`src/periph_pkg.sv`:
```
/*
 * Peripheral-side definitions
 *  - default timer width
 *  - default SPI half-bit length in clocks
 *  - SPI shifter FSM states
 */
package periph_pkg;

    // Timer counter width
    localparam int TIMER_WIDTH_DEF  = 32;

    // System clocks per SCLK half period
    localparam int SPI_HALF_BIT_DEF = 2;

    // ----------------------------------------
    // SPI shifter states
    // ----------------------------------------
    typedef enum logic [1:0] {
        SPI_IDLE,
        SPI_SHIFT,
        SPI_DONE
    } spi_state_e;

endpackage

```
`src/mmio_map_pkg.sv`:
```
/*
 * I/O window map for the CPU bus
 *  - bus address and data widths
 *  - SPI byte and GPIO nibble types
 *  - decode result enum
 *  - word addresses of every mapped register
 */
package mmio_map_pkg;

    typedef logic [26:0] bus_addr_t;
    typedef logic [31:0] bus_data_t;
    typedef logic [7:0]  io_byte_t;
    typedef logic [3:0]  gpio_t;

    // Decode results of the register window
    typedef enum logic [3:0] {
        SEL_NONE,
        SEL_SPI_DATA,
        SEL_SPI_CS,
        SEL_SPI_NINT,
        SEL_GPIO,
        SEL_T1_VAL,
        SEL_T1_CTRL,
        SEL_T2_VAL,
        SEL_T2_CTRL,
        SEL_T3_VAL,
        SEL_T3_CTRL
    } io_sel_e;

    // ----------------------------------------
    // SPI channel
    // ----------------------------------------
    localparam bus_addr_t ADDR_SPI_DATA = 27'hC0272B;
    localparam bus_addr_t ADDR_SPI_CS   = 27'hC0272C;
    localparam bus_addr_t ADDR_SPI_NINT = 27'hC0272D;

    // GPO in bits 7:4, GPI in bits 3:0
    localparam bus_addr_t ADDR_GPIO     = 27'hC02737;

    // ----------------------------------------
    // OS timers, value then trigger
    // ----------------------------------------
    localparam bus_addr_t ADDR_T1_VAL   = 27'hC02739;
    localparam bus_addr_t ADDR_T1_CTRL  = 27'hC0273A;
    localparam bus_addr_t ADDR_T2_VAL   = 27'hC0273B;
    localparam bus_addr_t ADDR_T2_CTRL  = 27'hC0273C;
    localparam bus_addr_t ADDR_T3_VAL   = 27'hC0273D;
    localparam bus_addr_t ADDR_T3_CTRL  = 27'hC0273E;

endpackage
```
`src/io_unit_top.sv`:
```
/*
 * Memory-mapped I/O unit
 *  - bus controller
 *  - one SPI byte master
 *  - three one-shot OS timers
 */
`timescale 1ns/1ps

module io_unit_top #(
    parameter int SPI_HALF_BIT = periph_pkg::SPI_HALF_BIT_DEF,
    parameter int TIMER_WIDTH  = periph_pkg::TIMER_WIDTH_DEF
) (
    input  logic                    clk,
    input  logic                    reset,

    input  mmio_map_pkg::bus_addr_t i_bus_addr,
    input  mmio_map_pkg::bus_data_t i_bus_data,
    input  logic                    i_bus_we,
    input  logic                    i_bus_start,
    output mmio_map_pkg::bus_data_t o_bus_q,
    output logic                    o_bus_done,

    input  mmio_map_pkg::gpio_t     i_gpi,
    output mmio_map_pkg::gpio_t     o_gpo,
    output logic                    o_spi_clk,
    output logic                    o_spi_mosi,
    input  logic                    i_spi_miso,
    output logic                    o_spi_cs,
    input  logic                    i_spi_nint,
    output logic [2:0]              o_ost_int
);
    import mmio_map_pkg::*;

    logic                   spi_start;
    logic                   spi_done;
    io_byte_t               spi_tx_byte;
    io_byte_t               spi_rx_byte;
    logic [TIMER_WIDTH-1:0] t_value;
    logic [2:0]             t_set;
    logic [2:0]             t_trigger;

    io_bus_control #(
        .TIMER_WIDTH    (TIMER_WIDTH)
    ) u_ctrl (
        .clk            (clk),
        .reset          (reset),
        .i_bus_addr     (i_bus_addr),
        .i_bus_data     (i_bus_data),
        .i_bus_we       (i_bus_we),
        .i_bus_start    (i_bus_start),
        .o_bus_q        (o_bus_q),
        .o_bus_done     (o_bus_done),
        .i_gpi          (i_gpi),
        .i_spi_nint     (i_spi_nint),
        .o_gpo          (o_gpo),
        .o_spi_cs       (o_spi_cs),
        .o_spi_start    (spi_start),
        .o_spi_tx_byte  (spi_tx_byte),
        .i_spi_done     (spi_done),
        .i_spi_rx_byte  (spi_rx_byte),
        .o_t_value      (t_value),
        .o_t_set        (t_set),
        .o_t_trigger    (t_trigger)
    );

    spi_byte_master #(
        .SPI_HALF_BIT   (SPI_HALF_BIT)
    ) u_spi (
        .clk            (clk),
        .reset          (reset),
        .i_start        (spi_start),
        .i_tx_byte      (spi_tx_byte),
        .o_done         (spi_done),
        .o_rx_byte      (spi_rx_byte),
        .o_spi_clk      (o_spi_clk),
        .o_spi_mosi     (o_spi_mosi),
        .i_spi_miso     (i_spi_miso)
    );

    // Timers share the value bus, each has its own set and trigger
    for (genvar n = 0; n < 3; n++)
    begin : g_ost
        os_timer #(
            .TIMER_WIDTH    (TIMER_WIDTH)
        ) u_ost (
            .clk            (clk),
            .reset          (reset),
            .i_value        (t_value),
            .i_set          (t_set[n]),
            .i_trigger      (t_trigger[n]),
            .o_int          (o_ost_int[n])
        );
    end

endmodule

```
`src/io_bus_control.sv`:
```
/*
 * Bus controller of the I/O unit
 *  - address decode of the register window
 *  - two-step done sequencing, SPI write wait
 *  - GPO and SPI chip-select registers
 *  - timer set and trigger pulses
 *  - registered read-data mux
 */
`timescale 1ns/1ps

module io_bus_control #(
    parameter int TIMER_WIDTH = periph_pkg::TIMER_WIDTH_DEF
) (
    input  logic                    clk,
    input  logic                    reset,

    input  mmio_map_pkg::bus_addr_t i_bus_addr,
    input  mmio_map_pkg::bus_data_t i_bus_data,
    input  logic                    i_bus_we,
    input  logic                    i_bus_start,
    output mmio_map_pkg::bus_data_t o_bus_q,
    output logic                    o_bus_done,

    input  mmio_map_pkg::gpio_t     i_gpi,
    input  logic                    i_spi_nint,
    output mmio_map_pkg::gpio_t     o_gpo,
    output logic                    o_spi_cs,

    output logic                    o_spi_start,
    output mmio_map_pkg::io_byte_t  o_spi_tx_byte,
    input  logic                    i_spi_done,
    input  mmio_map_pkg::io_byte_t  i_spi_rx_byte,

    output logic [TIMER_WIDTH-1:0]  o_t_value,
    output logic [2:0]              o_t_set,
    output logic [2:0]              o_t_trigger
);
    import mmio_map_pkg::*;

    io_sel_e   sel;
    bus_data_t q_mux;
    logic      busy;        // access accepted, done not yet seen
    logic      done_d;
    logic      pending;     // done goes out on the next edge
    logic      spi_wait;
    logic      first;
    logic      wr_first;

    // Address decode
    always_comb
    begin
        case (i_bus_addr)
            ADDR_SPI_DATA: sel = SEL_SPI_DATA;
            ADDR_SPI_CS:   sel = SEL_SPI_CS;
            ADDR_SPI_NINT: sel = SEL_SPI_NINT;
            ADDR_GPIO:     sel = SEL_GPIO;
            ADDR_T1_VAL:   sel = SEL_T1_VAL;
            ADDR_T1_CTRL:  sel = SEL_T1_CTRL;
            ADDR_T2_VAL:   sel = SEL_T2_VAL;
            ADDR_T2_CTRL:  sel = SEL_T2_CTRL;
            ADDR_T3_VAL:   sel = SEL_T3_VAL;
            ADDR_T3_CTRL:  sel = SEL_T3_CTRL;
            default:       sel = SEL_NONE;
        endcase
    end

    // Start is ignored in the done cycle and the one after
    assign first    = i_bus_start && !busy && !done_d;
    assign wr_first = first && i_bus_we;

    assign o_spi_start   = wr_first && (sel == SEL_SPI_DATA);
    assign o_spi_tx_byte = i_bus_data[7:0];

    assign o_t_value   = i_bus_data[TIMER_WIDTH-1:0];
    assign o_t_set     = {wr_first && (sel == SEL_T3_VAL),
                          wr_first && (sel == SEL_T2_VAL),
                          wr_first && (sel == SEL_T1_VAL)};
    assign o_t_trigger = {wr_first && (sel == SEL_T3_CTRL),
                          wr_first && (sel == SEL_T2_CTRL),
                          wr_first && (sel == SEL_T1_CTRL)};

    // Read mux, timers and unmapped read as zero
    always_comb
    begin
        q_mux = '0;
        case (sel)
            SEL_SPI_DATA: q_mux[7:0] = i_spi_rx_byte;
            SEL_SPI_CS:   q_mux[0]   = o_spi_cs;
            SEL_SPI_NINT: q_mux[0]   = i_spi_nint;
            SEL_GPIO:     q_mux[7:0] = {o_gpo, i_gpi};
            default:      q_mux      = '0;
        endcase
    end

    // ----------------------------------------
    // Done sequencing and registers
    // ----------------------------------------
    always_ff @(posedge clk)
    begin
        if (reset)
        begin
            busy       <= 1'b0;
            done_d     <= 1'b0;
            pending    <= 1'b0;
            spi_wait   <= 1'b0;
            o_bus_done <= 1'b0;
            o_bus_q    <= '0;
            o_gpo      <= '0;
            o_spi_cs   <= 1'b1;
        end
        else
        begin
            done_d     <= o_bus_done;
            o_bus_done <= pending;
            pending    <= 1'b0;

            if (o_bus_done)
                busy <= 1'b0;

            if (first)
            begin
                busy <= 1'b1;
                // SPI writes complete on the shifter's done
                if (o_spi_start)
                    spi_wait <= 1'b1;
                else
                    pending <= 1'b1;
            end

            if (spi_wait && i_spi_done)
            begin
                spi_wait <= 1'b0;
                pending  <= 1'b1;
            end

            if (pending)
                o_bus_q <= q_mux;

            if (wr_first && (sel == SEL_GPIO))
                o_gpo <= i_bus_data[7:4];
            if (wr_first && (sel == SEL_SPI_CS))
                o_spi_cs <= i_bus_data[0];
        end
    end

    // One done per access
    a_done_single: assert property (@(posedge clk) disable iff (reset)
        o_bus_done |=> !o_bus_done);

    // No new byte while the shifter is still busy
    a_spi_no_overlap: assert property (@(posedge clk) disable iff (reset)
        !(o_spi_start && spi_wait));

endmodule

```
`src/spi_byte_master.sv`:
```
/*
 * Byte-wide SPI master
 *  - mode 0, MSB first
 *  - SCLK half period of SPI_HALF_BIT clocks
 *  - start/done handshake, done is a one-cycle pulse
 */
`timescale 1ns/1ps

module spi_byte_master #(
    parameter int SPI_HALF_BIT = periph_pkg::SPI_HALF_BIT_DEF
) (
    input  logic       clk,
    input  logic       reset,
    input  logic       i_start,
    input  logic [7:0] i_tx_byte,
    output logic       o_done,
    output logic [7:0] o_rx_byte,
    output logic       o_spi_clk,
    output logic       o_spi_mosi,
    input  logic       i_spi_miso
);
    import periph_pkg::*;

    localparam int DIV_W = (SPI_HALF_BIT > 1) ? $clog2(SPI_HALF_BIT) : 1;

    spi_state_e       state;
    logic [DIV_W-1:0] div_cnt;
    logic [3:0]       edge_cnt;     // SCLK edges of the byte, 16 in total
    logic [7:0]       tx_shift;
    logic [7:0]       rx_shift;
    logic             half_tick;
    logic             last_edge;

    assign half_tick  = (div_cnt == DIV_W'(SPI_HALF_BIT - 1));
    assign last_edge  = (state == SPI_SHIFT) && half_tick && (edge_cnt == 4'd15);
    assign o_done     = (state == SPI_DONE);
    assign o_spi_mosi = tx_shift[7];

    // ----------------------------------------
    // Control FSM and SCLK divider
    // ----------------------------------------
    always_ff @(posedge clk)
    begin
        if (reset)
        begin
            state     <= SPI_IDLE;
            div_cnt   <= '0;
            edge_cnt  <= '0;
            o_spi_clk <= 1'b0;
            tx_shift  <= '0;
        end
        else
        begin
            case (state)
                SPI_IDLE:
                begin
                    div_cnt  <= '0;
                    edge_cnt <= '0;
                    // MSB lands on mosi ahead of the first rising edge
                    if (i_start)
                    begin
                        tx_shift <= i_tx_byte;
                        state    <= SPI_SHIFT;
                    end
                end
                SPI_SHIFT:
                begin
                    if (half_tick)
                    begin
                        div_cnt   <= '0;
                        o_spi_clk <= ~o_spi_clk;
                        edge_cnt  <= edge_cnt + 4'd1;
                        // Falling edge moves the next bit out
                        if (o_spi_clk)
                            tx_shift <= {tx_shift[6:0], 1'b0};
                        if (last_edge)
                            state <= SPI_DONE;
                    end
                    else
                        div_cnt <= div_cnt + 1'b1;
                end
                SPI_DONE:
                    state <= SPI_IDLE;
                default:
                    state <= SPI_IDLE;
            endcase
        end
    end

    // Sample miso on rising SCLK, hold the byte after the transfer
    always_ff @(posedge clk)
    begin
        if ((state == SPI_SHIFT) && half_tick && !o_spi_clk)
            rx_shift <= {rx_shift[6:0], i_spi_miso};
        if (last_edge)
            o_rx_byte <= rx_shift;
    end

    a_start_idle: assert property (@(posedge clk) disable iff (reset)
        i_start |-> (state == SPI_IDLE));

endmodule

```
`src/os_timer.sv`:
```
/*
 * One-shot OS timer
 *  - value register written by set
 *  - trigger loads the counter and arms it
 *  - one-cycle interrupt value+1 clocks after trigger
 */
`timescale 1ns/1ps

module os_timer #(
    parameter int TIMER_WIDTH = periph_pkg::TIMER_WIDTH_DEF
) (
    input  logic                   clk,
    input  logic                   reset,
    input  logic [TIMER_WIDTH-1:0] i_value,
    input  logic                   i_set,
    input  logic                   i_trigger,
    output logic                   o_int
);

    logic [TIMER_WIDTH-1:0] stored;
    logic [TIMER_WIDTH-1:0] count;
    logic                   armed;

    always_ff @(posedge clk)
    begin
        if (reset)
        begin
            stored <= '0;
            armed  <= 1'b0;
            o_int  <= 1'b0;
        end
        else
        begin
            o_int <= 1'b0;

            if (i_set)
                stored <= i_value;

            // Retrigger restarts from the stored value
            if (i_trigger)
            begin
                count <= stored;
                armed <= 1'b1;
            end
            else if (armed)
            begin
                if (count == '0)
                begin
                    o_int <= 1'b1;
                    armed <= 1'b0;
                end
                else
                    count <= count - 1'b1;
            end
        end
    end

    a_int_pulse: assert property (@(posedge clk) disable iff (reset)
        o_int |=> !o_int);

endmodule

```
`config.mk`:
```
export PLATFORM = sky130hd
export DESIGN_NAME = io_unit_top
export DESIGN_NICKNAME = d
export VERILOG_FILES = /design/src/periph_pkg.sv /design/src/mmio_map_pkg.sv /design/src/io_unit_top.sv /design/src/io_bus_control.sv /design/src/spi_byte_master.sv /design/src/os_timer.sv
export SDC_FILE = /design/constraint.sdc
export NUM_CORES = 1
export LEC_CHECK = 0
export ABC_AREA = 1
export BUFFER_PORTS_ARGS = -buffer_cell sky130_fd_sc_hd__buf_2
export CORE_MARGIN = 2
export CORE_UTILIZATION = 30
export DETAILED_ROUTE_END_ITERATION = 8
export PLACE_DENSITY = 0.48
export SETUP_SLACK_MARGIN = 0.02
export SLEW_MARGIN = 10
export SYNTH_ARGS = -nofsm -noshare
export SYNTH_HDL_FRONTEND = slang
export SYNTH_SLANG_ARGS = --single-unit
export TNS_END_PERCENT = 30
```
`constraint.sdc`:
```
create_clock -name clk -period 5.6 [get_ports clk]
set_clock_uncertainty 0.2 [all_clocks]
set_input_delay 0.56 -clock clk [delete_from_list [all_inputs] [get_ports clk]]
set_output_delay 0.56 -clock clk [all_outputs]
set_load 0.02 [all_outputs]
```
==> qor.yml <==
outcome:
  status: "finished clean"
flow_run:
  maxCapViolCount: 0
synthesis:
  ys_ff_latch: 248
  synthesis.area_um2: 12230
  synth-edff-count: 112
  async_flop_share: 0
  seq_area_frac_synth: 0.4975
  synth_top_cell_by_area: "edfxtp_1"
  yosysMostFrequentCell: "nand2_1"
  synth_cells: 1534
  synth_cell_type_count: 46
  synth_area_per_cell_um2: 7.974
  synthTopCellsByCount: "nand2_1 (481), nor2_1 (189), dfxtp_1 (136)"
  yosys_warnings: 0
  synthFlopType: "dfxtp_1"
  synth_top_area_share: 0.2750
  synthTopCellsByArea: "edfxtp_1 (27%), dfxtp_1 (22%), nand2_1 (15%), nor2_1 (5.8%), a21oi_1 (4.3%)"
grt:
  grt_pass1_vias: 9688
  globalRouteTotalUtil: 0.1566
  overflow: 0
  antenna_found_initial: 3
  grt_max_degree: 56
  grt_pass1_wl_um: 52990
final_layout:
  fin_nets: 1678
  finalNonFillerCells: 2154
  syn_to_final_growth_pct: 14.17
  design_area_um2: 13960
  fillCellCount: 4287
  drive_gt1_frac: 0.1143
sta:
  hold_viol: 0
  period_minus_slack_ns: 2.898
  finalCritPeriodShare: 0.5174
  fin_setup_tns_ns: 0
  relSlewSlack: 0.2557
  rsz0062_at_grt: "no"
  slew_violations: 0
  setup_viol: 0
  worst_pin_slew_ns: 1.115
  max_freq_mhz: 345.1
drt:
  firstDrtPassIters: 5
  drt-wirelength-per-cell_um: 15.31
  antenna_left: 0
  route.vias.total: 10030
  drc: 0
  viasPerCell: 4.658
  drt-initial-drc-count: 791
  wirelength_um: 32980
floorplanning:
  start_util: 0.3057
  dieWidth_um: 205.9
  io_pins: 112
  row_count: 73
  die_area_um2: 42400
  die_y_um: 205.9
  core_um2: 40010
worst_setup_path:
  critPathCaptureType: "flip-flop"
  crit_type: "input port to flip-flop"
  cp_max_fo: 24
  worst_setup_path_start_kind: "input port"
  cp.required_ns: 5.61
  worstPathArrival_ns: 2.91
power_and_ir_drop:
  ir_drop_uv: 229.0
  power_density_nw_per_um2: 272.7
  totalPowerFinal_mw: 3.808
  p_leak_nw: 5.098
clock_network:
  cts_max_path_buffers: 3
  clock_latency_ns: 0.54
  clockRootBuffer: "clkbuf_16"
  post_cts_buffers: 0
  cts_max_level: 1
  cts.sinks: 248
  ctsResizeCount: 0
  clk_pin_slew_ns: 0.06
  cts-buffers-inserted: 29
  cts_tree: "done"
placement:
  routabilityCongestion: 0.8189
  port_buffers: 87
  dp_hpwl_um: 23790
  dpl_cell_area_um2: 13050
  dp_cells: 2098
min_path:
  hp-class: "input port to flip-flop"
## routing by layer
layer | vias to the layer above | GRT usage | share of wire
li1 | 5136 | - | -
met1 | 4617 | 0.2305 | 0.50
met2 | 242 | 0.2403 | 0.42
met3 | 36 | 0.02633 | 0.054
met4 | 2 | 0.03240 | 0.019
met5 | - | 0 | 0.00039
## timing repair
item                       in CTS  in global routing
hold buffers                    1                  0
hold endpoints to repair        1                  0
setup endpoints to repair       0                  0
## through the flow
step                  util  setup slack, ns  hold slack, ns
floorplan                -            1.803          0.2003
global placement    0.3261            2.161          0.2096
detailed placement  0.3261            2.129          0.2097
CTS                 0.3489            2.647         0.08068
global route        0.3489            2.452          0.1082
finish              0.3491            2.702          0.1082
## power breakdown
| part | total, mW | internal, mW | switching (mW) |
|---|---|---|---|
| clock network | 1.80 | 1.05 | 0.753 |
| logic | 0.125 | 0.0312 | 0.0934 |
| registers | 1.88 | 1.88 | 0.00380 |
## worst max-delay path, stage by stage
cell     delay (ns)
buf_2          0.09
inv_1          0.06
nand4_1        0.24
nor4_1         0.37
nand2_1        0.09
nor2_1         0.10
nand2_1        0.08
buf_4          0.24
a21oi_2        0.62
buf_4          0.42
## cells by family after synthesis
family / after synthesis / share of synthesized area
AOI/OAI and AO/OA: 218 / 0.1010
xor gates and xnor gates: 68 / 0.04869
adders and majority gates: 4 / 0.004092
buffers and inverters: 192 / 0.07211
DFF: 248 / 0.4975
other: 1 / 0.0003066
and+or+nand+nor: 803 / 0.2763
## sequential cells by signal, summed over array words and instances, names as in the netlist, 3 cells and up
| register | cells |
|---|---|
| g_ost.u_ost.o_int | 3 |
| u_spi.edge_cnt | 4 |
| u_ctrl.o_bus_q | 8 |
| u_spi.o_rx_byte | 8 |
| u_spi.tx_shift | 8 |
| u_spi.rx_shift | 8 |
| g_ost.u_ost.count | 96 |
| g_ost.u_ost.stored | 96 |
| g_ost.u_ost.armed | 3 |
| u_ctrl.o_gpo | 4 |
## layout make-up
class / instances / area (µm²) / area share
Antenna cell: 2 / 5.005 / 0.0003584
Clock buffer: 45 / 857.1 / 0.06137
Clock inverter: 8 / 46.29 / 0.003315
Inverter: 111 / 416.7 / 0.02984
Multi-Input combinational cell: 1117 / 5374 / 0.3848
Sequential cell: 248 / 6086 / 0.4358
Tap cell: 525 / 656.9 / 0.04704
Timing Repair Buffer: 98 / 523.0 / 0.03745
## path summary, 6_finish.rpt
check / end / slack (ns) / from / cells past startpoint
setup reg to reg: g_ost[2].u_ost.count[26] / 2.71 / u_ctrl.busy / 7
setup / recovery: g_ost[2].u_ost.count[26] / 2.70 / i_bus_addr[6] / 10
hold reg to reg: u_spi.o_rx_byte[7] / 0.23 / u_spi.rx_shift[7] / 0
hold / removal: g_ost[2].u_ost.stored[0] / 0.11 / i_bus_data[0] / 3
## cells in the final DEF, fill, tap and decap left out, types with 4 or more instances in the layout
| master | synthesis | routed |
|---|---|---|
| nand2_1 | 481 | 481 |
| nor2_1 | 189 | 189 |
| dfxtp_1 | 136 | 136 |
| edfxtp_1 | 112 | 112 |
| inv_1 | 104 | 104 |
| a21oi_1 | 106 | 103 |
| buf_2 | 15 | 86 |
| o21ai_0 | 57 | 57 |
| xnor2_1 | 34 | 34 |
| xor2_1 | 34 | 34 |
| nand4_1 | 33 | 33 |
| nand3_1 | 31 | 30 |
| clkbuf_16 | 0 | 30 |
| conb_1 | 1 | 24 |
| a211oi_1 | 21 | 21 |
| nor3_1 | 18 | 18 |
| nor4_1 | 14 | 14 |
| buf_4 | 36 | 11 |
| clkbuf_1 | 26 | 10 |
| o21ai_1 | 9 | 9 |
| a31oi_1 | 9 | 9 |
| nor2_2 | 8 | 8 |
| a22o_1 | 7 | 7 |
| or2_2 | 6 | 6 |
| nor2_4 | 5 | 5 |
| inv_2 | 5 | 5 |
| a211oi_2 | 5 | 5 |
| clkbuf_8 | 0 | 5 |
| clkinv_1 | 2 | 4 |
| ha_1 | 4 | 4 |
Note: power is estimated with default switching activity, not from simulation.
